`config.mk`:
```
export PLATFORM = sky130hd
export DESIGN_NAME = latency_track
export DESIGN_NICKNAME = d
export VERILOG_FILES = /design/src/source/profiler_regs_pkg.sv /design/src/source/sentinel_pkg.sv /design/src/source/latency_track.sv
export SDC_FILE = /design/constraint.sdc
export NUM_CORES = 1
export LEC_CHECK = 0
export BUFFER_PORTS_ARGS = -buffer_cell sky130_fd_sc_hd__buf_2
export CAP_MARGIN = 20
export CORE_MARGIN = 5
export CORE_UTILIZATION = 30
export CTS_BUF_LIST = sky130_fd_sc_hd__clkbuf_8
export DETAILED_ROUTE_END_ITERATION = 8
export PLACE_DENSITY = 0.49
export REMOVE_ABC_BUFFERS = 1
export SETUP_SLACK_MARGIN = 0.1
export SYNTH_ARGS = -nofsm -noshare
export SYNTH_HDL_FRONTEND = slang
export SYNTH_SLANG_ARGS = --single-unit
```
`constraint.sdc`:
```
create_clock -name clk -period 4.2 [get_ports clk]
set_input_delay 0.42 -clock clk [delete_from_list [all_inputs] [get_ports clk]]
set_output_delay 0.42 -clock clk [all_outputs]
set_load 0.1 [all_outputs]
```
`src/source/profiler_regs_pkg.sv`:
```
// APB register map of the profiler
// Data widths and counter types

`default_nettype none

package profiler_regs_pkg;

  // Cycle stamps and latencies
  localparam int unsigned CYCLE_W = 32;
  typedef logic [CYCLE_W-1:0] cycle_t;

  // Latency accumulators
  localparam int unsigned ACC_W = 32;
  typedef logic [ACC_W-1:0] acc_t;

  // Unmatched finish counters
  localparam int unsigned ERR_W = 8;
  typedef logic [ERR_W-1:0] err_cnt_t;

  // APB bus
  localparam int unsigned APB_ADDR_W = 8;
  localparam int unsigned APB_DATA_W = 32;

  // Per-tile register block
  localparam int unsigned TILE_STRIDE = 32'h20;
  localparam int unsigned TILE_OFS_W  = $clog2(TILE_STRIDE);  // Offset bits inside a block

  localparam logic [TILE_OFS_W-1:0] OFS_TOTAL     = 5'h00;
  localparam logic [TILE_OFS_W-1:0] OFS_CMI       = 5'h04;
  localparam logic [TILE_OFS_W-1:0] OFS_CMO       = 5'h08;
  localparam logic [TILE_OFS_W-1:0] OFS_CMP       = 5'h0C;
  localparam logic [TILE_OFS_W-1:0] OFS_UNMATCHED = 5'h10;

  // Global registers above the tile blocks
  localparam logic [APB_ADDR_W-1:0] ADDR_MAX_CMI = 8'h80;
  localparam logic [APB_ADDR_W-1:0] ADDR_MAX_CMO = 8'h84;
  localparam logic [APB_ADDR_W-1:0] ADDR_MAX_CMP = 8'h88;
  localparam logic [APB_ADDR_W-1:0] ADDR_MAX_SUM = 8'h8C;
  localparam logic [APB_ADDR_W-1:0] ADDR_CLEAR   = 8'h90;  // Write only

endpackage

`default_nettype wire

```
`src/source/sentinel_pkg.sv`:
```
// Tile count and sentinel instruction encodings
// Profiling categories and the decoded instruction word

`default_nettype none

package sentinel_pkg;

  // Array size
  localparam int unsigned N_TILES = 4;
  localparam int unsigned TILE_W  = 2;   // Tile index width

  // RISC-V OP-IMM major opcode, carries addi
  localparam logic [6:0] OPC_OP_IMM = 7'h13;

  // Sentinel immediates of addi x0, x0, imm
  localparam logic [11:0] IMM_TOTAL_START = 12'h5AA;
  localparam logic [11:0] IMM_TOTAL_END   = 12'h5FF;
  localparam logic [11:0] IMM_CMI_START   = 12'h50B;  // Input communication
  localparam logic [11:0] IMM_CMI_END     = 12'h50C;
  localparam logic [11:0] IMM_CMO_START   = 12'h51B;  // Output communication
  localparam logic [11:0] IMM_CMO_END     = 12'h51C;
  localparam logic [11:0] IMM_CMP_START   = 12'h52B;  // Computation
  localparam logic [11:0] IMM_CMP_END     = 12'h52C;

  // Cycles spent by the sentinel pair itself
  localparam int unsigned SENTINEL_OVERHEAD = 1;

  // Profiling categories
  typedef enum logic [1:0] {
    CAT_TOTAL = 2'd0,
    CAT_CMI   = 2'd1,
    CAT_CMO   = 2'd2,
    CAT_CMP   = 2'd3
  } category_e;

  localparam int unsigned N_CAT = 4;

  // I-type field layout
  typedef struct packed {
    logic [11:0] imm;
    logic [4:0]  rs1;
    logic [2:0]  funct3;
    logic [4:0]  rd;
    logic [6:0]  opcode;
  } itype_t;

  // Write-back word, raw on the ports and split into fields for decoding
  typedef union packed {
    logic [31:0] raw;
    itype_t      f;
  } sentinel_instr_u;

endpackage

`default_nettype wire

```
`src/source/latency_track.sv`:
```
// Stage 2 of the profiler
// Free-running cycle counter, open start slots per tile and category,
// and the latency or unmatched result of each finish event

`default_nettype none

module latency_track
  import sentinel_pkg::*;
  import profiler_regs_pkg::*;
(
  input  logic                clk,
  input  logic                i_arst_n,
  input  logic                i_clear,
  input  logic [N_TILES-1:0]  i_ev_valid,
  input  logic [N_TILES-1:0]  i_ev_start,
  input  category_e           i_ev_cat [N_TILES],
  output logic [N_TILES-1:0]  o_lat_valid,
  output category_e           o_lat_cat [N_TILES],
  output cycle_t              o_lat_value [N_TILES],
  output logic [N_TILES-1:0]  o_unmatched
);

  cycle_t           cycle_q;
  logic [N_CAT-1:0] open_q  [N_TILES];         // One slot per category, no nesting
  cycle_t           stamp_q [N_TILES][N_CAT];

  // Time base shared by all tiles
  always_ff @(posedge clk or negedge i_arst_n) begin
    if (!i_arst_n) begin
      cycle_q <= '0;
    end else begin
      cycle_q <= cycle_q + 1'b1;
    end
  end

  // Slot flags and result strobes
  always_ff @(posedge clk or negedge i_arst_n) begin
    if (!i_arst_n) begin
      o_lat_valid <= '0;
      o_unmatched <= '0;
      for (int t = 0; t < N_TILES; t++) begin
        open_q[t] <= '0;
      end
    end else begin
      for (int t = 0; t < N_TILES; t++) begin
        o_lat_valid[t] <= 1'b0;
        o_unmatched[t] <= 1'b0;
        if (i_clear) begin
          open_q[t] <= '0;  // Drops open slots and any event this cycle
        end else if (i_ev_valid[t]) begin
          if (i_ev_start[t]) begin
            open_q[t][i_ev_cat[t]] <= 1'b1;  // A second start just restamps
          end else if (open_q[t][i_ev_cat[t]]) begin
            open_q[t][i_ev_cat[t]] <= 1'b0;
            o_lat_valid[t]         <= 1'b1;
          end else begin
            o_unmatched[t] <= 1'b1;          // Finish with no open start
          end
        end
      end
    end
  end

  // Stamps and latency payload
  always_ff @(posedge clk) begin
    for (int t = 0; t < N_TILES; t++) begin
      if (i_ev_valid[t]) begin
        if (i_ev_start[t]) begin
          stamp_q[t][i_ev_cat[t]] <= cycle_q;
        end
        o_lat_cat[t]   <= i_ev_cat[t];
        o_lat_value[t] <= cycle_q - stamp_q[t][i_ev_cat[t]] -
                          cycle_t'(SENTINEL_OVERHEAD);
      end
    end
  end

endmodule

`default_nettype wire

```
-- After elaboration in Yosys (flattened, before gate mapping)
Memory sizes are Yosys's and may differ from the RTL's.
Cells that the tools add are included.
- $add $sub $neg: 9
- $lt $le $gt $ge: 16
- multiplexer cells: 96
- bitwise gates (word level): 16
- reductions and logical operators: 20
- operators with widths (kind ; number):
    128-bit two-way mux ; 4
    32-bit two-way mux ; 12
    32-bit binary-select mux with 2-bit select ; 4
    32-bit demux with 2-bit select ; 4
    32-bit by 1-bit subtractor with 32-bit output (second input constant) ; 4
    32-bit subtractor ; 4
    4-bit two-way mux ; 16
    1-bit two-way mux ; 48
    32-bit by 1-bit adder with 32-bit output (second input constant) ; 1
    4-bit bitwise AND ; 4
    4-bit NOT ; 4
    4-bit OR ; 4
    3-bit >= comparator (second input constant) ; 4
    2-bit by 3-bit < comparator with 1-bit output (second input constant) ; 4
    3-bit by 1-bit < comparator with 1-bit output (second input constant) ; 4
    2-bit NOT with 3-bit output ; 4
    3-bit nonzero test ; 4
    1-bit binary-select mux with 2-bit select ; 4
    1-bit demux with 2-bit select ; 4
    2-bit by 1-bit >= comparator with 1-bit output (second input constant) ; 4
    1-bit logical AND ; 8
    2-bit AND reduction ; 4
    2-bit nonzero test ; 4
- flip-flop bits (word level): 192
- RAM bits: 512
- bits of input ports: 19
- output and inout port bits: 144
- word-level logic and storage cells: 173
- memories kept: 1
- memory list (memory ; words ; bits a word ; rd ports ; clocked after Yosys merged registers in ; write ports ; RTL line ; source):
    stamp_q ; 4 ; 128 ; 4 ; 0 ; 4 ; latency_track.sv:25 ; cycle_t stamp_q [N_TILES][N_CAT];

-- Logic depth before layout (Yosys ltp)
Gate-level depths: netlist of run 1.
- word-level depth: 10
- depth in mapped cells: 17
- mapped depth without buffers: 14

-- Least setup slack after synthesis of run 1
No wires, ideal clock.
- kind: input port to flip-flop
- start: input i_ev_cat[0] in the netlist's numbering
- end: register o_lat_value[30] in the netlist's numbering (data pin)
- library setup time: 261 ps
- data arrival time: 4142 ps
- required time: 3939 ps
- slack: -203 ps
- stages on the path: 17
- buffers on the path: 3
- cell sequence: clkbuf_1 > buf_2 > buf_1 > mux4_2 > inv_1 > ha_1 > inv_1 > fa_1 > nor2b_1 > o2111ai_1 > a31oi_1 > o21ai_0 > o211ai_1 > a221oi_2 > o21ai_0 > nor4b_1 > a311o_1
- cells in the longest elaborated chain, start to end: 6
- ends and longest elaborated chain (what ; RTL line ; source):
    start, declared ; latency_track.sv:16 ; input category_e i_ev_cat [N_TILES],
    2-bit NOT with 3-bit output (not written as such) ; latency_track.sv:72 ; o_lat_value[t] <= cycle_q - stamp_q[t][i_ev_cat[t]] -
    32-bit binary-select mux with 2-bit select ; latency_track.sv:72 ;
    32-bit two-way mux (not written as such) (2 in series) ; latency_track.sv:72 ;
    32-bit subtractor ; latency_track.sv:72 ;
    32-bit by 1-bit subtractor with 32-bit output ; latency_track.sv:72 ;
    end signal, assigned by index ; latency_track.sv:72 ;
    end, declared ; latency_track.sv:19 ; output cycle_t o_lat_value [N_TILES],
No other way between the ends. The select of a mux whose other input is x is not followed.
A chain may end at the register's enable or synchronous reset.

-- Worst setup path in the final report of run 1
- start: register cycle_q[15]
- end: register o_lat_value[30] in the netlist's numbering (data pin)
- cells in the longest elaborated chain, start to end: 2
- ends and longest elaborated chain (what ; RTL line ; source):
    start, declared ; latency_track.sv:23 ; cycle_t cycle_q;
    start signal, assigned ; latency_track.sv:32 ; cycle_q <= cycle_q + 1'b1;
    32-bit subtractor ; latency_track.sv:72 ;
    32-bit by 1-bit subtractor with 32-bit output ; latency_track.sv:72 ;
No other way between the ends.

==> results of run 1 <==
-- layout by cell type, fill, tap and decap left out, drive strengths merged, types with 57 or more instances in the layout --
cell,synthesis,layout
clkbuf,32,120
inv,160,193
a21o,65,65
mux4,132,132
o21ai,57,57
edfxtp,648,648
buf,20,294
xnor2,97,97
nand2,78,78
ha,131,131
a21oi,95,95
nor2,95,95
-- cell usage after synthesis, types with 13 or more instances --
| library cell | count | share of area |
|---|---|---|
| edfxtp_1 | 648 | 0.61 |
| inv_1 | 160 | 0.019 |
| mux4_2 | 132 | 0.094 |
| ha_1 | 131 | 0.052 |
| xnor2_1 | 97 | 0.027 |
| nor2_1 | 95 | 0.011 |
| a21oi_1 | 94 | 0.015 |
| nand2_1 | 78 | 0.0092 |
| a21o_1 | 65 | 0.015 |
| dfrtp_1 | 56 | 0.044 |
| o21ai_0 | 56 | 0.0088 |
| xor2_1 | 43 | 0.012 |
| nand3_1 | 33 | 0.0052 |
| clkbuf_1 | 32 | 0.0038 |
| and3_1 | 28 | 0.0055 |
| nor3_1 | 27 | 0.0043 |
| nand4_1 | 20 | 0.0039 |
| buf_1 | 17 | 0.0020 |
| mux2i_1 | 16 | 0.0050 |
| nor2b_1 | 16 | 0.0031 |
| o21a_1 | 16 | 0.0038 |
| nand2b_1 | 14 | 0.0028 |
| and2_1 | 13 | 0.0026 |
-- per-stage QoR --
step / cell area [um2] / power, mW
3_5_place_dp: 35300 / 9.66
5_1_grt: 37700 / 16.2
3_3_place_gp: 35300 / 9.65
2_1_floorplan: 31600 / 9.15
6_report: 37700 / 15.6
4_1_cts: 37700 / 15.8
-- routing by layer --
metal	routed length, um	vias up
met1	38900	9618
met3	3630	131
met2	40000	441
met5	0	-
met4	2210	0
li1	-	8608
-- cell type report --
cell class,count,share of cell area
clock buffer,120,0.0438
timing repair buffer,299,0.0520
antenna,4,0.000265
sequential,704,0.553
clock inverter,98,0.0187
inverter,160,0.0159
tap,1391,0.0461
multi-input combinational,1121,0.270
-- repair_timing --
item / in CTS / in global routing
gates resized for setup: 0 / 0
hold endpoints to repair: 24 / 0
hold buffers: 5 / 0
-- flip-flops by register name, indices dropped and copies added, names as in the netlist --
signal and flops:
cycle_q 32, o_lat_cat 8, o_lat_valid 4, o_lat_value 128, o_unmatched 4, open_q 16, stamp_q 512
-- logic make-up (layout without fill, tap and decap cells) --
group / Yosys count / in the layout
flops: 704 / 704
simple gates: 360 / 360
compound gates: 338 / 338
buf+inv: 212 / 677
mux: 148 / 148
xor+xnor: 140 / 140
fa+ha+maj: 135 / 135
other cells: 0 / 4
-- power by group --
part           internal [mW]  switching [mW]  total [mW]  leakage [nW]
Sequential              7.77          0.0464        7.82          7.69
Clock                   3.24            2.86        6.10          1.32
Combinational          0.396            1.28        1.68          6.21
Total                   11.4            4.19        15.6          15.2
-- worst max-delay path by stage --
stage | start | endpoint | slack [ps] | cells after the start
global route | stamp_q[1][0] | o_lat_value[92] | 200 | 14
global placement | i_ev_cat[0] | o_lat_value[30] | 80 | 13
finish | cycle_q[15] | o_lat_value[30] | 390 | 9
detailed placement | i_ev_cat[0] | o_lat_value[30] | 110 | 13
floorplan | i_ev_cat[4] | o_lat_value[94] | 720 | 14
CTS | cycle_q[15] | o_lat_value[30] | 370 | 9
==> impl_metrics.json, run 1 <==
{
  "finClkSkew_ps": 38.3,
  "synth_compound_area_frac": 0.0712,
  "ios": 163,
  "synth_xor_area_frac": 0.0386,
  "synth_seq_area_share": 0.656,
  "r2r-end": "o_lat_value[30]",
  "dpl.cell_count": 3670,
  "run_status": "finished clean",
  "use_met1": 0.203,
  "holdPathStages": 2,
  "post_route_cells_drive_above_1_share": 0.249,
  "grt_busiest_layer": "met2",
  "hold_class": "input pin to flip-flop",
  "cp.arrival_ps": 4280,
  "cts_root_buf": "clkbuf_8",
  "postRouteAntennaNets": 0,
  "reg2reg_depth": 9,
  "regArea_mm2": 0.0209,
  "core_area_mm2": 0.105,
  "clk_latency_ps": 760,
  "dpl.hpwl_um": 57200,
  "syn_area_mm2": 0.0318,
  "drcViolationCount": 0,
  "grt_max_degree": 41,
  "p_leak_nw": 15.2,
  "critPathMaxStageDelay_ps": 990,
  "path_delay_family": "compound AO/OA/AOI/OAI gates",
  "slowest_stage": "dfrtp_1",
  "fill_cells": 10048,
  "antenna_found_initial": 2,
  "gr-total-overflow": 0,
  "row_count": 119,
  "ys.flop_type": "edfxtp_1",
  "dp_slack_ps": 105,
  "use_met2": 0.239,
  "finish.utilization": 0.358,
  "dr.pass1.iters": 5,
  "cts_tree": "yes",
  "grt_pass1_wl_um": 125000,
  "min_to": "o_lat_cat[7]",
  "max_freq_mhz": 263,
  "synth_top_family_by_area": "multiplexers",
  "final.setup.tns_ps": 0,
  "numCtsBuffers": 116,
  "crit_path_max_fanout": 17,
  "critPathBufInv": 0,
  "crit_chain": "ha_1, a21o_1, a21oi_1, o21ai_0, a211oi_1, o211ai_1, a221oi_2, o21ai_0, a311o_1",
  "synthArstFlopShare": 0.0795,
  "vias_per_cell": 4.82,
  "reg2reg_setup_slack_ps": 390,
  "wl_um": 84700,
  "final_nets": 2556,
  "synth-seq-cells": 704,
  "hp-start": "i_ev_cat[7]",
  "whs_ps": 221,
  "maxCapViolCount": 0,
  "port_buffers": 162,
  "route.vias.total": 18798,
  "die_h_um": 336,
  "setup_viol": 0,
  "slew_headroom": 0.284,
  "multiInputGateArea_mm2": 0.0102,
  "end_kind": "flip-flop",
  "r2r_start": "cycle_q[15]",
  "synth_warnings": 0,
  "period_share": 0.906,
  "critPathKind": "flip-flop to flip-flop",
  "ys_types": 64,
  "power.density_mw_per_mm2": 414,
  "hold_viol": 0,
  "cts_buffer_depth": 3,
  "syn_area_per_cell_um2": 15.6,
  "cp_data_required_time_ps": 4670,
  "path_clk_slew_ps": 60,
  "rsz0062_at_grt": "false",
  "period_minus_slack_ps": 3810,
  "syn_inst": 2037,
  "synth.area.mux_share": 0.0986,
  "tightest_slew_ps": 1070,
  "post_cts_buffers": 0,
  "layout.cells.non_filler": 3897,
  "synthSimpleGateAreaFrac": 0.0562,
  "startpoint_type": "flip-flop",
  "start_util": 0.302,
  "synth-edff-count": 648,
  "grt_util_met3": 0.0242,
  "clkSinkCount": 704,
  "gp_congestion": 0.844,
  "dieArea_mm2": 0.113,
  "drtIter0Drc": 1450,
  "grt.total_usage": 0.147,
  "cts.htree.levels": 3,
  "avgRoutedWirePerCell_um": 21.7,
  "die_x_um": 336,
  "finalMaxSlewViolations": 0,
  "synthAdderAreaFrac": 0.0541,
  "setup_ws_ps": 393,
  "cpMostUsedCell": "o21ai_0",
  "syn2layout_area_growth_pct": 18.6,
  "grt_pass1_vias": 19522,
  "peakVddDrop_uv": 209
}
Note: power is estimated with default switching activity, not from simulation.
==> run 2: changes to the inputs <==
--- a/config.mk
+++ b/config.mk
@@ -6,4 +6,5 @@
 export NUM_CORES = 1
 export LEC_CHECK = 0
+export ABC_AREA = 1
 export BUFFER_PORTS_ARGS = -buffer_cell sky130_fd_sc_hd__buf_2
 export CAP_MARGIN = 20
==> constraint.sdc (replaced) <==
create_clock -name clk -period 4.2 [get_ports clk]
set_input_delay 0.63 -clock clk [delete_from_list [all_inputs] [get_ports clk]]
set_output_delay 0.63 -clock clk [all_outputs]
set_load 0.1 [all_outputs]
==> impl_metrics.json, run 2 <==
{
  "run_status": "finished clean",
  "layout_common_cells": "1072 x nand2_1, 648 x edfxtp_1, 563 x inv_1",
  "synth_top_family_by_area": "simple AND/OR/NAND/NOR gates",
  "hold_viol": 0,
  "seqPwrFrac": 0.490,
  "dpl.cell_count": 5122,
  "synth_seq_area_share": 0.600,
  "clk_latency_ps": 790,
  "syn_area_per_cell_um2": 10.3,
  "grt_pass1_vias": 24742,
  "numCtsBuffers": 131,
  "period_minus_slack_ps": 3250,
  "route.vias.total": 24895,
  "tightest_slew_ps": 1100,
  "synth_xor_area_frac": 0.0219,
  "syn_area_mm2": 0.0348,
  "dpl.hpwl_um": 70600,
  "drcViolationCount": 0,
  "drtIter0Drc": 1813,
  "wl_um": 101000,
  "whs_ps": 115,
  "grt_pass1_wl_um": 152000,
  "p_clk_frac": 0.401,
  "switching_share": 0.276,
  "synth_area_leaders": "edfxtp_1 56%, nand2_1 12%, inv_1 5.6%",
  "path_clk_slew_ps": 60,
  "final_nets": 3887,
  "postPlaceCellArea_mm2": 0.0382,
  "largest_reg_flops": 512,
  "rsz0062_at_grt": "false",
  "end_kind": "flip-flop",
  "gp_congestion": 0.865,
  "cts_tree": "yes",
  "critPathKind": "flip-flop to flip-flop",
  "grt.total_usage": 0.164,
  "slew_headroom": 0.267,
  "ios": 163,
  "final.setup.tns_ps": 0,
  "period_share": 0.774,
  "reg2reg_depth": 10,
  "r2r_start": "cycle_q[1]",
  "final_common_cell": "nand2_1",
  "dieArea_mm2": 0.123,
  "ys_types": 38,
  "clkSinkCount": 704,
  "layout.cells.non_filler": 5363,
  "syn2layout_area_growth_pct": 17.0,
  "start_util": 0.301,
  "cts_buffer_depth": 3,
  "grt_max_degree": 41,
  "p_leak_nw": 18.9,
  "final_area_mm2": 0.0407,
  "ys.flop_type": "edfxtp_1",
  "syn_inst": 3391,
  "synth_common_cells": "1072 x nand2_1, 648 x edfxtp_1, 519 x inv_1",
  "yosysMostFrequentCell": "nand2_1",
  "yosysTopAreaCell": "edfxtp_1",
  "holdPathStages": 1,
  "core_area_mm2": 0.116,
  "hold_class": "input pin to flip-flop",
  "peakVddDrop_uv": 252,
  "finalMaxSlewViolations": 0,
  "power.net_switching_mw": 4.40,
  "fill_cells": 11728,
  "min_to": "o_lat_cat[4]",
  "synth-seq-cells": 704,
  "avgRoutedWirePerCell_um": 18.9,
  "port_buffers": 162,
  "synth-edff-count": 648,
  "cts.htree.levels": 4,
  "cts_root_buf": "clkbuf_8",
  "setup_viol": 0,
  "die_x_um": 351,
  "antenna_found_initial": 4,
  "p_comb_frac": 0.109,
  "r2r-end": "o_lat_value[92]",
  "finish.utilization": 0.352,
  "synth_warnings": 0,
  "synth.area.mux_share": 0,
  "row_count": 125,
  "post_route_cells_drive_above_1_share": 0.137,
  "reg2reg_setup_slack_ps": 950,
  "cp_data_required_time_ps": 4730,
  "crit_path_max_fanout": 13,
  "p_int_mw": 11.5,
  "synth_compound_area_frac": 0.0895,
  "cp.arrival_ps": 3780,
  "maxCapViolCount": 0,
  "max_freq_mhz": 308,
  "setup_ws_ps": 951,
  "vias_per_cell": 4.64,
  "dp_slack_ps": 604,
  "postRouteAntennaNets": 0,
  "gr-total-overflow": 0,
  "synthAdderAreaFrac": 0.0494,
  "hp-start": "i_ev_cat[4]",
  "netlist.area_leader.share": 0.559,
  "synthArstFlopShare": 0.0795,
  "startpoint_type": "flip-flop",
  "dr.pass1.iters": 7,
  "power.density_mw_per_mm2": 392,
  "finalPower_mw": 15.9,
  "die_h_um": 351,
  "synthSimpleGateAreaFrac": 0.176,
  "finClkSkew_ps": 35.4
}
[run 2: kinds of logic (layout without fill, tap and decap cells)]
logic type	Yosys count	count (layout)
buffers and inverters	577	1021
flip-flops	704	704
AO/OA/AOI/OAI	379	379
adder cells (fa/ha/maj)	135	135
XOR/XNOR	87	87
other	0	4
AND/OR/NAND/NOR	1509	1509
[run 2: per-layer routing]
layer	up-vias	global-route usage	share of wire
met3	143	0.0294	0.046
met4	0	0.0493	0.024
met1	11874	0.224	0.47
li1	12275	-	-
met2	603	0.267	0.46
met5	-	0	0
[run 2: power by group through the flow]
| stage | clock [mW] | combinational (mW) | sequential [mW] |
|---|---|---|---|
| after CTS | 6.63 | 1.77 | 7.81 |
| after floorplan | 0 | 0.567 | 8.68 |
| after global placement | 0 | 1.76 | 7.95 |
| final | 6.39 | 1.75 | 7.81 |
| after detailed placement | 0 | 1.76 | 7.95 |
| after global routing | 6.95 | 1.88 | 7.82 |
[run 2: layout make-up]
type | count | area, um2 | area share
flip-flops and latches | 704 | 20900 | 0.513
multi-input cells | 2110 | 11800 | 0.290
inverters | 526 | 1970 | 0.0485
clock buffers | 140 | 1930 | 0.0473
well taps | 1524 | 1910 | 0.0469
repair buffers | 260 | 1650 | 0.0406
clock inverters | 95 | 577 | 0.0142
diodes | 4 | 10.0 | 0.000246
[run 2: repair_timing]
action                                 CTS  global route
hold buffers                             1             0
buffers inserted                         0             0
gates resized for setup                  0             0
endpoints found under the hold margin   38             0
[run 2: worst max-delay path by stage]
stage | start | to | slack [ps] | cells after the start
floorplan | i_ev_cat[7] | stamp_q[0][100] | 480 | 3
global placement | i_ev_cat[5] | o_lat_value[94] | 630 | 16
detailed placement | i_ev_cat[5] | o_lat_value[91] | 600 | 16
CTS | cycle_q[1] | o_lat_value[92] | 890 | 10
global route | cycle_q[1] | o_lat_value[84] | 730 | 10
finish | cycle_q[1] | o_lat_value[92] | 950 | 10
[run 2: worst max-delay path, stage by stage (launching register included)]
cell and delay (ps):
dfrtp_1 860, inv_1 600, fa_1 630, inv_1 130, nand3_1 80, nand3_1 150
nand3_1 100, nand3_1 180, nand2_1 100, nand3_1 90, nand2_1 50
