===== config.mk =====
export PLATFORM = sky130hd
export DESIGN_NAME = sentinel_decode
export DESIGN_NICKNAME = d
export VERILOG_FILES = /design/src/source/sentinel_pkg.sv /design/src/source/sentinel_decode.sv
export SDC_FILE = /design/constraint.sdc
export NUM_CORES = 1
export LEC_CHECK = 0
export BUFFER_PORTS_ARGS = -buffer_cell sky130_fd_sc_hd__buf_2
export CORE_MARGIN = 4
export CORE_UTILIZATION = 30
export CTS_CLUSTER_DIAMETER = 120
export CTS_CLUSTER_SIZE = 14
export DETAILED_ROUTE_END_ITERATION = 16
export HOLD_SLACK_MARGIN = 0.1
export PLACE_DENSITY = 0.77
export SLEW_MARGIN = 20
export SYNTH_ARGS = -nofsm -noshare
export SYNTH_HDL_FRONTEND = slang
export SYNTH_SLANG_ARGS = --single-unit

===== constraint.sdc =====
create_clock -name clk -period 0.8 [get_ports clk]
set_input_delay 0.2 -clock clk [delete_from_list [all_inputs] [get_ports clk]]
set_output_delay 0.2 -clock clk [all_outputs]
set_load 0.005 [all_outputs]

===== src/source/sentinel_pkg.sv =====
// Tile count and sentinel instruction encodings
// Profiling categories and the decoded instruction word

`default_nettype none

package sentinel_pkg;

  // Array size
  localparam int unsigned N_TILES = 4;
  localparam int unsigned TILE_W  = 2;   // Tile index width

  // RISC-V OP-IMM major opcode, carries addi
  localparam logic [6:0] OPC_OP_IMM = 7'h13;

  // Sentinel immediates of addi x0, x0, imm
  localparam logic [11:0] IMM_TOTAL_START = 12'h5AA;
  localparam logic [11:0] IMM_TOTAL_END   = 12'h5FF;
  localparam logic [11:0] IMM_CMI_START   = 12'h50B;  // Input communication
  localparam logic [11:0] IMM_CMI_END     = 12'h50C;
  localparam logic [11:0] IMM_CMO_START   = 12'h51B;  // Output communication
  localparam logic [11:0] IMM_CMO_END     = 12'h51C;
  localparam logic [11:0] IMM_CMP_START   = 12'h52B;  // Computation
  localparam logic [11:0] IMM_CMP_END     = 12'h52C;

  // Cycles spent by the sentinel pair itself
  localparam int unsigned SENTINEL_OVERHEAD = 1;

  // Profiling categories
  typedef enum logic [1:0] {
    CAT_TOTAL = 2'd0,
    CAT_CMI   = 2'd1,
    CAT_CMO   = 2'd2,
    CAT_CMP   = 2'd3
  } category_e;

  localparam int unsigned N_CAT = 4;

  // I-type field layout
  typedef struct packed {
    logic [11:0] imm;
    logic [4:0]  rs1;
    logic [2:0]  funct3;
    logic [4:0]  rd;
    logic [6:0]  opcode;
  } itype_t;

  // Write-back word, raw on the ports and split into fields for decoding
  typedef union packed {
    logic [31:0] raw;
    itype_t      f;
  } sentinel_instr_u;

endpackage

`default_nettype wire


===== src/source/sentinel_decode.sv =====
// Stage 1 of the profiler
// Recognizes addi x0, x0, imm sentinels on each write-back port

`default_nettype none

module sentinel_decode
  import sentinel_pkg::*;
(
  input  logic                clk,
  input  logic                i_arst_n,
  input  logic [N_TILES-1:0]  i_wb_valid,
  input  sentinel_instr_u     i_wb_instr [N_TILES],
  output logic [N_TILES-1:0]  o_ev_valid,
  output logic [N_TILES-1:0]  o_ev_start,
  output category_e           o_ev_cat [N_TILES]
);

  logic [N_TILES-1:0] hit;
  logic [N_TILES-1:0] is_start;
  category_e          cat [N_TILES];

  always_comb begin
    for (int t = 0; t < N_TILES; t++) begin
      is_start[t] = 1'b0;
      cat[t]      = CAT_TOTAL;
      // Plain addi to x0 from x0, nothing else qualifies
      hit[t] = i_wb_valid[t] &&
               (i_wb_instr[t].f.opcode == OPC_OP_IMM) &&
               (i_wb_instr[t].f.rd == 5'd0) &&
               (i_wb_instr[t].f.rs1 == 5'd0) &&
               (i_wb_instr[t].f.funct3 == 3'd0);
      case (i_wb_instr[t].f.imm)
        IMM_TOTAL_START: is_start[t] = 1'b1;
        IMM_TOTAL_END:   is_start[t] = 1'b0;
        IMM_CMI_START: begin
          is_start[t] = 1'b1;
          cat[t]      = CAT_CMI;
        end
        IMM_CMI_END:     cat[t] = CAT_CMI;
        IMM_CMO_START: begin
          is_start[t] = 1'b1;
          cat[t]      = CAT_CMO;
        end
        IMM_CMO_END:     cat[t] = CAT_CMO;
        IMM_CMP_START: begin
          is_start[t] = 1'b1;
          cat[t]      = CAT_CMP;
        end
        IMM_CMP_END:     cat[t] = CAT_CMP;
        default:         hit[t] = 1'b0;  // Not in the sentinel table
      endcase
    end
  end

  always_ff @(posedge clk or negedge i_arst_n) begin
    if (!i_arst_n) begin
      o_ev_valid <= '0;
    end else begin
      o_ev_valid <= hit;
    end
  end

  // Event payload, only meaningful with o_ev_valid
  always_ff @(posedge clk) begin
    o_ev_start <= is_start;
    for (int t = 0; t < N_TILES; t++) begin
      o_ev_cat[t] <= cat[t];
    end
  end

endmodule

`default_nettype wire


## Yosys cells after proc, flatten, opt, wreduce, memory -nomap -nowiden

Cells that the tools add are included.

| storage, ports and cells | value |
|---|---|
| bits in registers | 16 |
| input bits | 134 |

| operators by class | value |
|---|---|
| equality and inequality tests | 36 |
| multiplexer cells | 12 |
| reduce and logical (&&, ||, !) cells | 48 |

Operators with widths:

| kind | number |
|---|---|
| == test 12 x 11 -> 1 bit (second input constant) | 32 |
| logical NOT 5 bit | 8 |
| OR reduction 8 bit | 4 |
| == test 7 x 5 -> 1 bit (second input constant) | 4 |
| one-hot mux 2 bit (3 select lines) | 4 |
| OR reduction 2 bit | 12 |
| logical AND 1 bit | 16 |
| OR reduction 4 bit | 4 |
| logical NOT 3 bit | 4 |
| 2-to-1 mux 1 bit | 8 |

## Longest topological paths before layout

Gate-level depths: netlist of the first run.

| logic depth | value |
|---|---|
| word-level depth | 6 |
| depth in mapped cells | 3 |

## Worst setup path after synthesis of the first run

OpenSTA, ideal clock, no wires.

| timing | value |
|---|---|
| path type | input to register |
| from | in i_wb_instr[63] in the netlist's numbering |
| to | reg o_ev_valid[2] |
| setup time | 0.111 ns |
| arrival time | 0.990 ns |
| required time | 0.689 ns |
| path slack | -0.301 ns |
| cell stages on the path | 3 |
| path buffers | 0 |
| cells stage by stage | and4bb_2 > o2111ai_1 > a2111oi_2 |

| between the ends | value |
|---|---|
| word-level cells in the longest chain between the ends | 3 |
| elaborated cells on any way between the ends | 10 |

RTL lines:

| item | line | RTL |
|---|---|---|
| from (decl) | sentinel_decode.sv:12 | `input sentinel_instr_u i_wb_instr [N_TILES],` |
| == test 12 x 11 -> 1 bit | sentinel_decode.sv:32 | `case (i_wb_instr[t].f.imm)` |
| OR reduction 8 bit (no line) (*) | n/a |  |
| 2-to-1 mux 1 bit (*) | sentinel_decode.sv:32 |  |
| named net hit[2] | sentinel_decode.sv:18 | `logic [N_TILES-1:0] hit;` |
| to (signal assigned) | sentinel_decode.sv:59 | `o_ev_valid <= hit;` |
| to (decl) | sentinel_decode.sv:13 | `output logic [N_TILES-1:0] o_ev_valid,` |

The timed path passes the listed nets; every way through them passes the cells marked *.

## Worst setup path in the final report of the first run

| timing | value |
|---|---|
| from | in i_wb_instr[95] in the netlist's numbering |
| to | reg o_ev_valid[1] |

Same word-level chain as after synthesis.

==> run summary, run 1 <==
pins over their slew limit -> 0
worst path required time -> 0.94 ns
Tcrit/Tclk final -> 126%
antenna viol nets, final -> 0
Syn Inst Count -> 129
Post-Syn Area -> 1170 um2
area grow syn2layout -> 114%
Comb power frac -> 35.6%
Max FO, Critical Path -> 2
pre-CTS setup slack -> -0.496 ns
P_sw -> 0.536 mW
hpwl dp -> 3940 um
All-Layer GR Usage -> 18.3%
Syn. warnings -> 0
Worst Max-Slew Pin Slew -> 0.309 ns
power density over the cells -> 852 nW/um2
final worst slack -> -0.207 ns
WS Path Type -> in -> reg
Crit-path slowest cell -> a2111oi_2
first-pass GRT wire length -> 7560 um
Initial Util -> 31.4%
syn nets -> 263
Antenna diodes -> 0
Fin. Hold Viols -> 0
CP Capture Type -> register
Flop pwr share -> 37.6%
area of the core -> 3720 um2
Yosys cell types -> 25
Hold Path Depth -> 2
TritonCTS Sinks -> 16
Clock power frac -> 26.7%
worst-case clock buffer depth -> 2
Int Power -> 1.59 mW
CTS tree -> built
Vias -> 1,827
leading area contributor after synthesis -> dfxtp_1
1st-iter DRT viols -> 27
total wire length -> 4770 um
top cells by area, synth -> dfxtp_1 (21%), nor4b_1 (9.7%), dfrtp_1 (8.6%)
via-per-instance ratio -> 5.13
Final min period -> 1.01 ns
Hold Worst Slack -> 0.180 ns
status -> complete, but fails checks
Sw Ratio -> 25.2%
CP arrival -> 1.14 ns
Rel. slew slack -> 79.1%
vias in the first global route -> 1,867
RSZ-0062 raised after global routing -> yes
hold wc startpoint -> i_wb_instr[22]
post-layout util -> 67.3%
final setup TNS -> -2.00 ns
Std-Cell Rows -> 22
Synth top area share -> 20.6%
CTS Buf Count -> 3
FMAX -> 993 MHz
Root Buffer -> clkbuf_8
crit start category -> input pin
LEAKAGE -> 1.19 nW
1st-pass router iterations -> 4
initial antenna violation count -> 0
IO buf count -> 149
largest net degree at the start of global routing -> 9
Die Area -> 4960 um2
detail-routed net length per standard cell -> 13.4 um
Overflow after GRT -> 0
# Max-Cap Violations -> 0
final setup fails -> 22
Largest stage delay, worst path -> 0.37 ns
layout cell share with drive strength beyond 1 -> 69.2%
routability cong. -> 0.947
H-Tree Depth -> 1
sequential share of the synthesized area -> 29.1%
failing checks -> negative setup slack
height of the chip -> 70.4 um
final net count -> 444
peak supply drop -> 0.000782 V
Avg Inst Size Synth -> 9.06 um2
Die X -> 70.4 um
worst hold path class -> in -> reg
I/O pin count -> 150
Clk pin slew, worst setup/hold paths -> 0.06 ns
Seq cells post-synth -> 16
Hold EP -> o_ev_start[3]$_DFF_P_
Residual DRC -> 0
crit-path cells -> buf_8 > nor4b_4 > o2111ai_2 > a2111oi_2
-- kinds of logic (layout without fill, tap and decap cells) --
| logic type | after synthesis | in the layout | synth area share, % |
|---|---|---|---|
| AOI/OAI and AO/OA | 20 | 20 | 16.3 |
| DFF | 16 | 16 | 29.1 |
| buffers and inverters | 2 | 181 | 0.643 |
| xor gates and xnor gates | 3 | 3 | 2.25 |
| and+or+nand+nor | 88 | 88 | 51.7 |
-- worst max-delay path: cells and delay by family --
family | cells | cell delay (ns)
buf+inv | 1 | 0.10
simple gates | 1 | 0.29
compound gates | 2 | 0.55
-- flip-flops by register name, indices dropped and copies added, names as in the netlist --
register / flops
o_ev_cat: 8
o_ev_valid: 4
o_ev_start: 4
-- power by group through the flow --
| stage | clock network (mW) | logic, mW | registers (mW) |
|---|---|---|---|
| detailed placement | 0 | 0.623 | 0.818 |
| global placement | 0 | 0.607 | 0.818 |
| finish | 0.569 | 0.759 | 0.801 |
| CTS | 0.600 | 0.687 | 0.801 |
| floorplan | 0 | 0.139 | 0.818 |
| global route | 0.632 | 0.829 | 0.800 |
-- final cells by class --
class	instances	area, um2
fill	305	1220
timing repair buffer	176	1040
multi-input combinational	111	1010
sequential	16	343
tap	48	60.1
clock buffer	3	41.3
inverter	2	7.51
-- worst max path at each step --
stage | start | end | slack, ns | cells past startpoint
after floorplan | i_wb_instr[63] | o_ev_valid[2]$_DFF_PN0_ | -0.30 | 3
after global placement | i_wb_instr[58] | o_ev_valid[2]$_DFF_PN0_ | -0.46 | 4
after detailed placement | i_wb_instr[116] | o_ev_valid[0]$_DFF_PN0_ | -0.50 | 4
after CTS | i_wb_instr[127] | o_ev_valid[0]$_DFF_PN0_ | -0.24 | 4
after global routing | i_wb_instr[95] | o_ev_valid[1]$_DFF_PN0_ | -0.33 | 4
final | i_wb_instr[95] | o_ev_valid[1]$_DFF_PN0_ | -0.21 | 4
-- placed cells by master (no fill, tap or decap), drive strengths merged, types with 4 or more instances in the layout --
master,synthesis,routed
dfrtp,4,4
and3b,9,9
nor4b,16,16
and2,4,4
nor3,4,4
nor4,11,11
nand2,17,17
buf,0,174
nor2,10,10
a2111oi,4,4
o211ai,4,4
clkbuf,0,4
and4,4,4
o2111ai,8,8
nor3b,4,4
nand3b,4,4
dfxtp,12,12
-- metal layers --
metal	track usage (%)	vias to the layer above	part of all wire (%)
met1	18.7	833	34
met5	0	-	0
li1	-	893	-
met3	5.04	8	11
met2	35.6	93	54
met4	5.11	0	1.3
-- repair_timing --
action | CTS | global route
hold endpoints to repair | 4 | 0
setup endpoints to repair | 24 | 27
resized for setup | 24 | 32
setup buffers | 0 | 3
pin swaps | 11 | 14
hold buffers | 1 | 0
-- per-stage QoR --
stage	power (mW)	cells	area, um2
CTS	2.09	353	2350
detailed placement	1.44	349	2170
global route	2.26	356	2500
finish	2.13	356	2500
global placement	1.42	349	2170
floorplan	0.957	129	1190
-- synthesized netlist by cell type --
cell type,n
a2111oi_2,4
a211oi_1,1
a21oi_1,1
a32oi_1,2
and2_1,4
and3_1,1
and3b_1,9
and4_1,4
and4bb_2,2
dfrtp_1,4
dfxtp_1,12
inv_1,2
nand2_1,17
nand3b_1,4
nand4_1,2
nor2_1,10
nor3_1,4
nor3b_1,4
nor4_1,9
nor4_2,2
nor4b_1,13
nor4b_2,3
o2111ai_1,8
o211ai_1,4
xnor2_1,3
Note: power is estimated with default switching activity, not from simulation.
==> inputs of run 2 (changes only) <==
==> constraint.sdc (replaced) <==
create_clock -name clk -period 1.2 [get_ports clk]
set_input_delay 0.3 -clock clk [delete_from_list [all_inputs] [get_ports clk]]
set_output_delay 0.3 -clock clk [all_outputs]
set_load 0.005 [all_outputs]
==> run 2 against run 1 <==
  * First-iteration DRC count rose by 33%
  * Clock power fell by 15%
  * Total power fell by 32%
  * Clock-buffer cell count rose by 1
  * The flow now finishes without violations
  * Final area fell by 7.4%
  * Critical endpoint is now o_ev_valid[2]$_DFF_PN0_
==> run summary, run 2 (synthesis gave the netlist of run 1 again) <==
status -> finished, final reports clean
most flop-heavy register -> o_ev_cat
Vias -> 1,785
Final min period -> 1.16 ns
# Max-Cap Violations -> 0
Comb power frac -> 30.2%
P_sw -> 0.369 mW
Die Area -> 4960 um2
largest net degree at the start of global routing -> 10
final net count -> 439
1st-pass router iterations -> 4
All-Layer GR Usage -> 17.3%
worst-case clock buffer depth -> 2
first-pass GRT wire length -> 7200 um
Residual DRC -> 0
multi-input logic area -> 926 um2
power density over the cells -> 629 nW/um2
antenna viol nets, final -> 0
worst path required time -> 1.34 ns
final worst slack -> 0.0355 ns
Max FO, Critical Path -> 4
Die X -> 70.4 um
CP Capture Type -> register
Final Non-Filler Cells -> 352
Fin. Hold Viols -> 0
H-Tree Depth -> 1
Initial Util -> 31.4%
Overflow after GRT -> 0
Antenna diodes -> 0
Clock power frac -> 33.1%
Worst Max-Slew Pin Slew -> 0.318 ns
commonest non-fill, non-tap cells in the layout -> buf_2 (147), buf_4 (21), nand2_1 (17)
FMAX -> 859 MHz
final setup fails -> 0
pins over their slew limit -> 0
CP arrival -> 1.31 ns
detail-routed net length per standard cell -> 13.3 um
worst hold path class -> in -> reg
vias in the first global route -> 1,841
area grow syn2layout -> 98.1%
routability cong. -> 0.923
TritonCTS Sinks -> 16
commonest non-fill, non-tap cell in the layout -> buf_2
post-layout util -> 62.3%
hold wc startpoint -> i_wb_instr[58]
Root Buffer -> clkbuf_8
LEAKAGE -> 1.13 nW
IO buf count -> 149
fill cell count -> 329
Hold EP -> o_ev_cat[2]$_DFF_P_
sequential cell area -> 340 um2
height of the chip -> 70.4 um
CTS tree -> built
initial antenna violation count -> 0
I/O pin count -> 150
Placed Instances -> 346
total power -> 1.46 mW
area of the core -> 3720 um2
Rel. slew slack -> 78.8%
crit start category -> input pin
hpwl dp -> 4000 um
max FFs per register -> 8
1st-iter DRT viols -> 36
Sw Ratio -> 25.4%
Flop pwr share -> 36.7%
Int Power -> 1.09 mW
WS Path Type -> in -> reg
Hold Path Depth -> 2
layout cell share with drive strength beyond 1 -> 63.2%
Clk pin slew, worst setup/hold paths -> 0.07 ns
pre-CTS setup slack -> -0.258 ns
peak supply drop -> 0.000309 V
biggest regs -> o_ev_cat x8, o_ev_start x4, o_ev_valid x4
CTS Buf Count -> 3
via-per-instance ratio -> 5.07
Std-Cell Rows -> 22
Tcrit/Tclk final -> 97.0%
total wire length -> 4700 um
run 2: cell count changes in the layout (fill, tap and decap cells not counted), sizes merged:
cell,change
buf,-4
run 2: worst max-delay path by stage:
| stage | startpoint | endpoint | slack [ns] | cells after the start |
|---|---|---|---|---|
| detailed placement | i_wb_instr[27] | o_ev_valid[3]$_DFF_PN0_ | -0.26 | 4 |
| floorplan | i_wb_instr[63] | o_ev_valid[2]$_DFF_PN0_ | -0.001 | 3 |
| finish | i_wb_instr[56] | o_ev_valid[2]$_DFF_PN0_ | 0.04 | 4 |
| global placement | i_wb_instr[27] | o_ev_valid[3]$_DFF_PN0_ | -0.18 | 4 |
| CTS | i_wb_instr[27] | o_ev_valid[3]$_DFF_PN0_ | 0.008 | 4 |
| global route | i_wb_instr[90] | o_ev_valid[1]$_DFF_PN0_ | -0.06 | 5 |
run 2: what timing repair did:
item	CTS	global route
buffers inserted	0	1
endpoints found under the hold margin	4	0
hold buffers	1	0
resized for setup	0	17
endpoints found under the setup margin	0	4
run 2: critical path, stage by stage:
cell and delay [ns]:
buf_2 0.13, a211oi_2 0.28, o2111ai_1 0.21, a2111oi_2 0.38
run 2: power by group through the flow:
stage	logic, mW	registers (mW)	clock network (mW)
3_5_place_dp	0.396	0.545	0
5_1_grt	0.485	0.533	0.516
4_1_cts	0.400	0.533	0.499
2_1_floorplan	0.0892	0.545	0
3_3_place_gp	0.386	0.545	0
6_report	0.440	0.533	0.482
run 2: stage by stage:
| stage | hold slack (ns) | setup TNS, ns | cell area [um2] |
|---|---|---|---|
| after floorplan | 0.00441 | -0.00141 | 1170 |
| final | 0.298 | 0 | 2310 |
| after global routing | 0.295 | -0.0840 | 2310 |
| after detailed placement | 0.120 | -1.10 | 2120 |
| after global placement | 0.135 | -0.791 | 2120 |
| after CTS | 0.256 | 0 | 2190 |
run 2: per-layer routing:
metal  track usage, %  wire length, um  vias to the layer above
li1                 -                -                      883
met1             18.8             1650                      796
met2             32.7             2570                      102
met3             3.74              447                        4
met4             5.11               35                        0
met5                0                0                        -
run 2: final cells by class:
cell class              count  share of cell area [%]
clock buffers               4                    2.38
repair buffers            171                    40.0
multi-input cells         111                    40.0
flip-flops and latches     16                    14.7
well taps                  48                    2.59
inverters                   2                   0.324
==> inputs of run 3 (changes only) <==
--- a/config.mk
+++ b/config.mk
@@ -5,6 +5,7 @@
 export SDC_FILE = /design/constraint.sdc
 export NUM_CORES = 1
 export LEC_CHECK = 0
+export ABC_AREA = 1
 export BUFFER_PORTS_ARGS = -buffer_cell sky130_fd_sc_hd__buf_2
 export CORE_MARGIN = 4
 export CORE_UTILIZATION = 30
@@ -12,7 +13,7 @@
 export CTS_CLUSTER_SIZE = 14
 export DETAILED_ROUTE_END_ITERATION = 16
 export HOLD_SLACK_MARGIN = 0.1
-export PLACE_DENSITY = 0.77
+export PLACE_DENSITY = 0.71
 export SLEW_MARGIN = 20
 export SYNTH_ARGS = -nofsm -noshare
 export SYNTH_HDL_FRONTEND = slang
==> run 3 against run 2 <==
  * Highest routed layer unchanged
  * Wire length shrank 6.2%
  * Final cell count up 31%
  * Largest power group unchanged
  * Global-route usage decreased by 3.6 points
  * Area after synthesis up 19%
  * Sequential power about the same
  * Critical path depth fell by 3
  * Clock-buffer cell count down 1
  * Clock power fell by 19%
  * Via count up 9.5%
  * Hold slack lost 0.015 ns
==> run summary, run 3 <==
TritonCTS Sinks -> 16
Syn Inst Count -> 255
biggest regs -> o_ev_cat x8, o_ev_start x4, o_ev_valid x4
syn nets -> 389
Rel. slew slack -> 86.6%
area of the core -> 4410 um2
antenna viol nets, final -> 0
routability cong. -> 0.769
status -> finished, final reports clean
post-CTS setup buffer count -> 0
final net count -> 544
LEAKAGE -> 1.37 nW
crit-path cells -> buf_2
commonest non-fill, non-tap cell in the layout -> buf_2
vias in the first global route -> 1,745
Synth top area share -> 19.5%
FMAX -> 964 MHz
Overflow after GRT -> 0
Avg Inst Size Synth -> 5.43 um2
crit start category -> register
most frequent cells after synthesis -> nor2_1 (72), nand2_1 (71), inv_1 (40)
# Max-Cap Violations -> 0
CP arrival -> 0.74 ns
Final min period -> 1.04 ns
height of the chip -> 75.9 um
Hold Worst Slack -> 0.283 ns
final setup fails -> 0
Buf+Inv Stages, Crit Path -> 1
CTS tree -> built
Tcrit/Tclk final -> 86.5%
top-count cell post-synth -> nor2_1
All-Layer GR Usage -> 13.6%
Vias -> 1,955
Worst Setup SP -> o_ev_valid[3]$_DFF_PN0_
H-Tree Depth -> 1
Post-synth top flop -> dfxtp_1
Largest stage delay, worst path -> 0.37 ns
crit path to -> o_ev_valid[3]
layout cell share with drive strength beyond 1 -> 41.2%
power density over the cells -> 591 nW/um2
hpwl dp -> 4030 um
Std-Cell Rows -> 24
area grow syn2layout -> 62.2%
Placed Instances -> 456
1st-iter DRT viols -> 38
Syn. warnings -> 0
Worst Max-Slew Pin Slew -> 0.201 ns
worst path required time -> 0.90 ns
total wire length -> 4400 um
cell family with most CP delay -> flip-flops
Clk pin slew, worst setup/hold paths -> 0.06 ns
Residual DRC -> 0
worst-case clock buffer depth -> 2
Seq cells post-synth -> 16
Crit-path slowest cell -> dfrtp_1
EDFF count, synth -> 0
Max FO, Critical Path -> 1
Initial Util -> 31.4%
WS Path Type -> reg -> out
Final Non-Filler Cells -> 460
worst hold path class -> in -> reg
final setup TNS -> 0 ns
I/O pin count -> 150
IO buf count -> 149
CTS Buf Count -> 3
Die Area -> 5770 um2
RSZ-0062 raised after global routing -> no
1st-pass router iterations -> 6
via-per-instance ratio -> 4.25
leading area contributor after synthesis -> nor2_1
Die X -> 75.9 um
post-layout util -> 50.9%
largest net degree at the start of global routing -> 9
peak supply drop -> 0.000277 V
max FFs per register -> 8
WP depth -> 1
top cells by area, synth -> nor2_1 (20%), nand2_1 (19%), dfxtp_1 (17%)
Fin. Hold Viols -> 0
first-pass GRT wire length -> 6820 um
Post-Syn Area -> 1390 um2
Root Buffer -> clkbuf_8
Yosys cell types -> 18
CP Capture Type -> output port
sequential share of the synthesized area -> 24.6%
ys async rst share -> 25.0%
most flop-heavy register -> o_ev_cat
Antenna diodes -> 0
pins over their slew limit -> 0
commonest non-fill, non-tap cells in the layout -> buf_2 (149), nor2_1 (72), nand2_1 (71)
initial antenna violation count -> 0
detail-routed net length per standard cell -> 9.57 um
run 3: changes by cell type after synthesis, sizes merged, moves of 8 or more:
cell / before / now
nor4b: 16 / 0
nand2: 17 / 75
o2111ai: 8 / 0
nor4: 11 / 0
nor2: 10 / 83
inv: 2 / 41
nand3: 0 / 12
and3b: 9 / 0
nand3b: 4 / 12
run 3: cells by family (layout without fill, tap and decap cells):
| group | Yosys count | in the layout | synth area share (%) |
|---|---|---|---|
| AOI/OAI and AO/OA | 7 | 7 | 2.71 |
| and+or+nand+nor | 190 | 190 | 61.0 |
| DFF | 16 | 16 | 24.6 |
| buffers and inverters | 41 | 194 | 11.1 |
| xor gates and xnor gates | 1 | 1 | 0.632 |
run 3: stage by stage:
| step | setup WS, ns | power [mW] | cell area, um2 |
|---|---|---|---|
| floorplan | 0.320 | 0.693 | 1390 |
| global placement | 0.152 | 0.936 | 2200 |
| detailed placement | 0.146 | 0.947 | 2200 |
| CTS | 0.147 | 1.35 | 2250 |
| global route | 0.140 | 1.43 | 2250 |
| finish | 0.163 | 1.33 | 2250 |
run 3: cell type report:
class,instances,area (um2)
fillers,459,2170
clock buffers,3,41.3
well taps,52,65.1
multi-input cells,198,891
repair buffers,150,756
flip-flops and latches,16,340
inverters,41,154
run 3: per-layer routing:
| metal | global-route usage [%] | vias up | part of all wire, % |
|---|---|---|---|
| met4 | 3.56 | 0 | 1.3 |
| met1 | 13.0 | 795 | 36 |
| li1 | - | 1075 | - |
| met3 | 4.74 | 6 | 9.9 |
| met2 | 27.0 | 79 | 53 |
| met5 | 0 | - | 0 |
run 3: how the worst min path moves through the flow:
stage | startpoint | to | slack, ns | depth (start not counted)
2_1_floorplan | i_arst_n | o_ev_valid[0]$_DFF_PN0_ | 0.004 | 0
3_3_place_gp | i_arst_n | o_ev_valid[3]$_DFF_PN0_ | 0.13 | 1
3_5_place_dp | i_arst_n | o_ev_valid[3]$_DFF_PN0_ | 0.13 | 1
4_1_cts | i_wb_instr[120] | o_ev_cat[6]$_DFF_P_ | 0.28 | 2
5_1_grt | i_wb_instr[56] | o_ev_cat[3]$_DFF_P_ | 0.28 | 2
6_report | i_wb_instr[56] | o_ev_cat[3]$_DFF_P_ | 0.28 | 2
run 3: timing repair:
action | in CTS | in global routing
hold buffers | 1 | 0
resized for setup | 0 | 0
hold endpoints to repair | 4 | 0
run 3: power by group:
group	switching [mW]	internal, mW	total, mW
Clock	0.170	0.222	0.392
Sequential	0.0000991	0.534	0.534
Combinational	0.184	0.218	0.402
Total	0.353	0.974	1.33
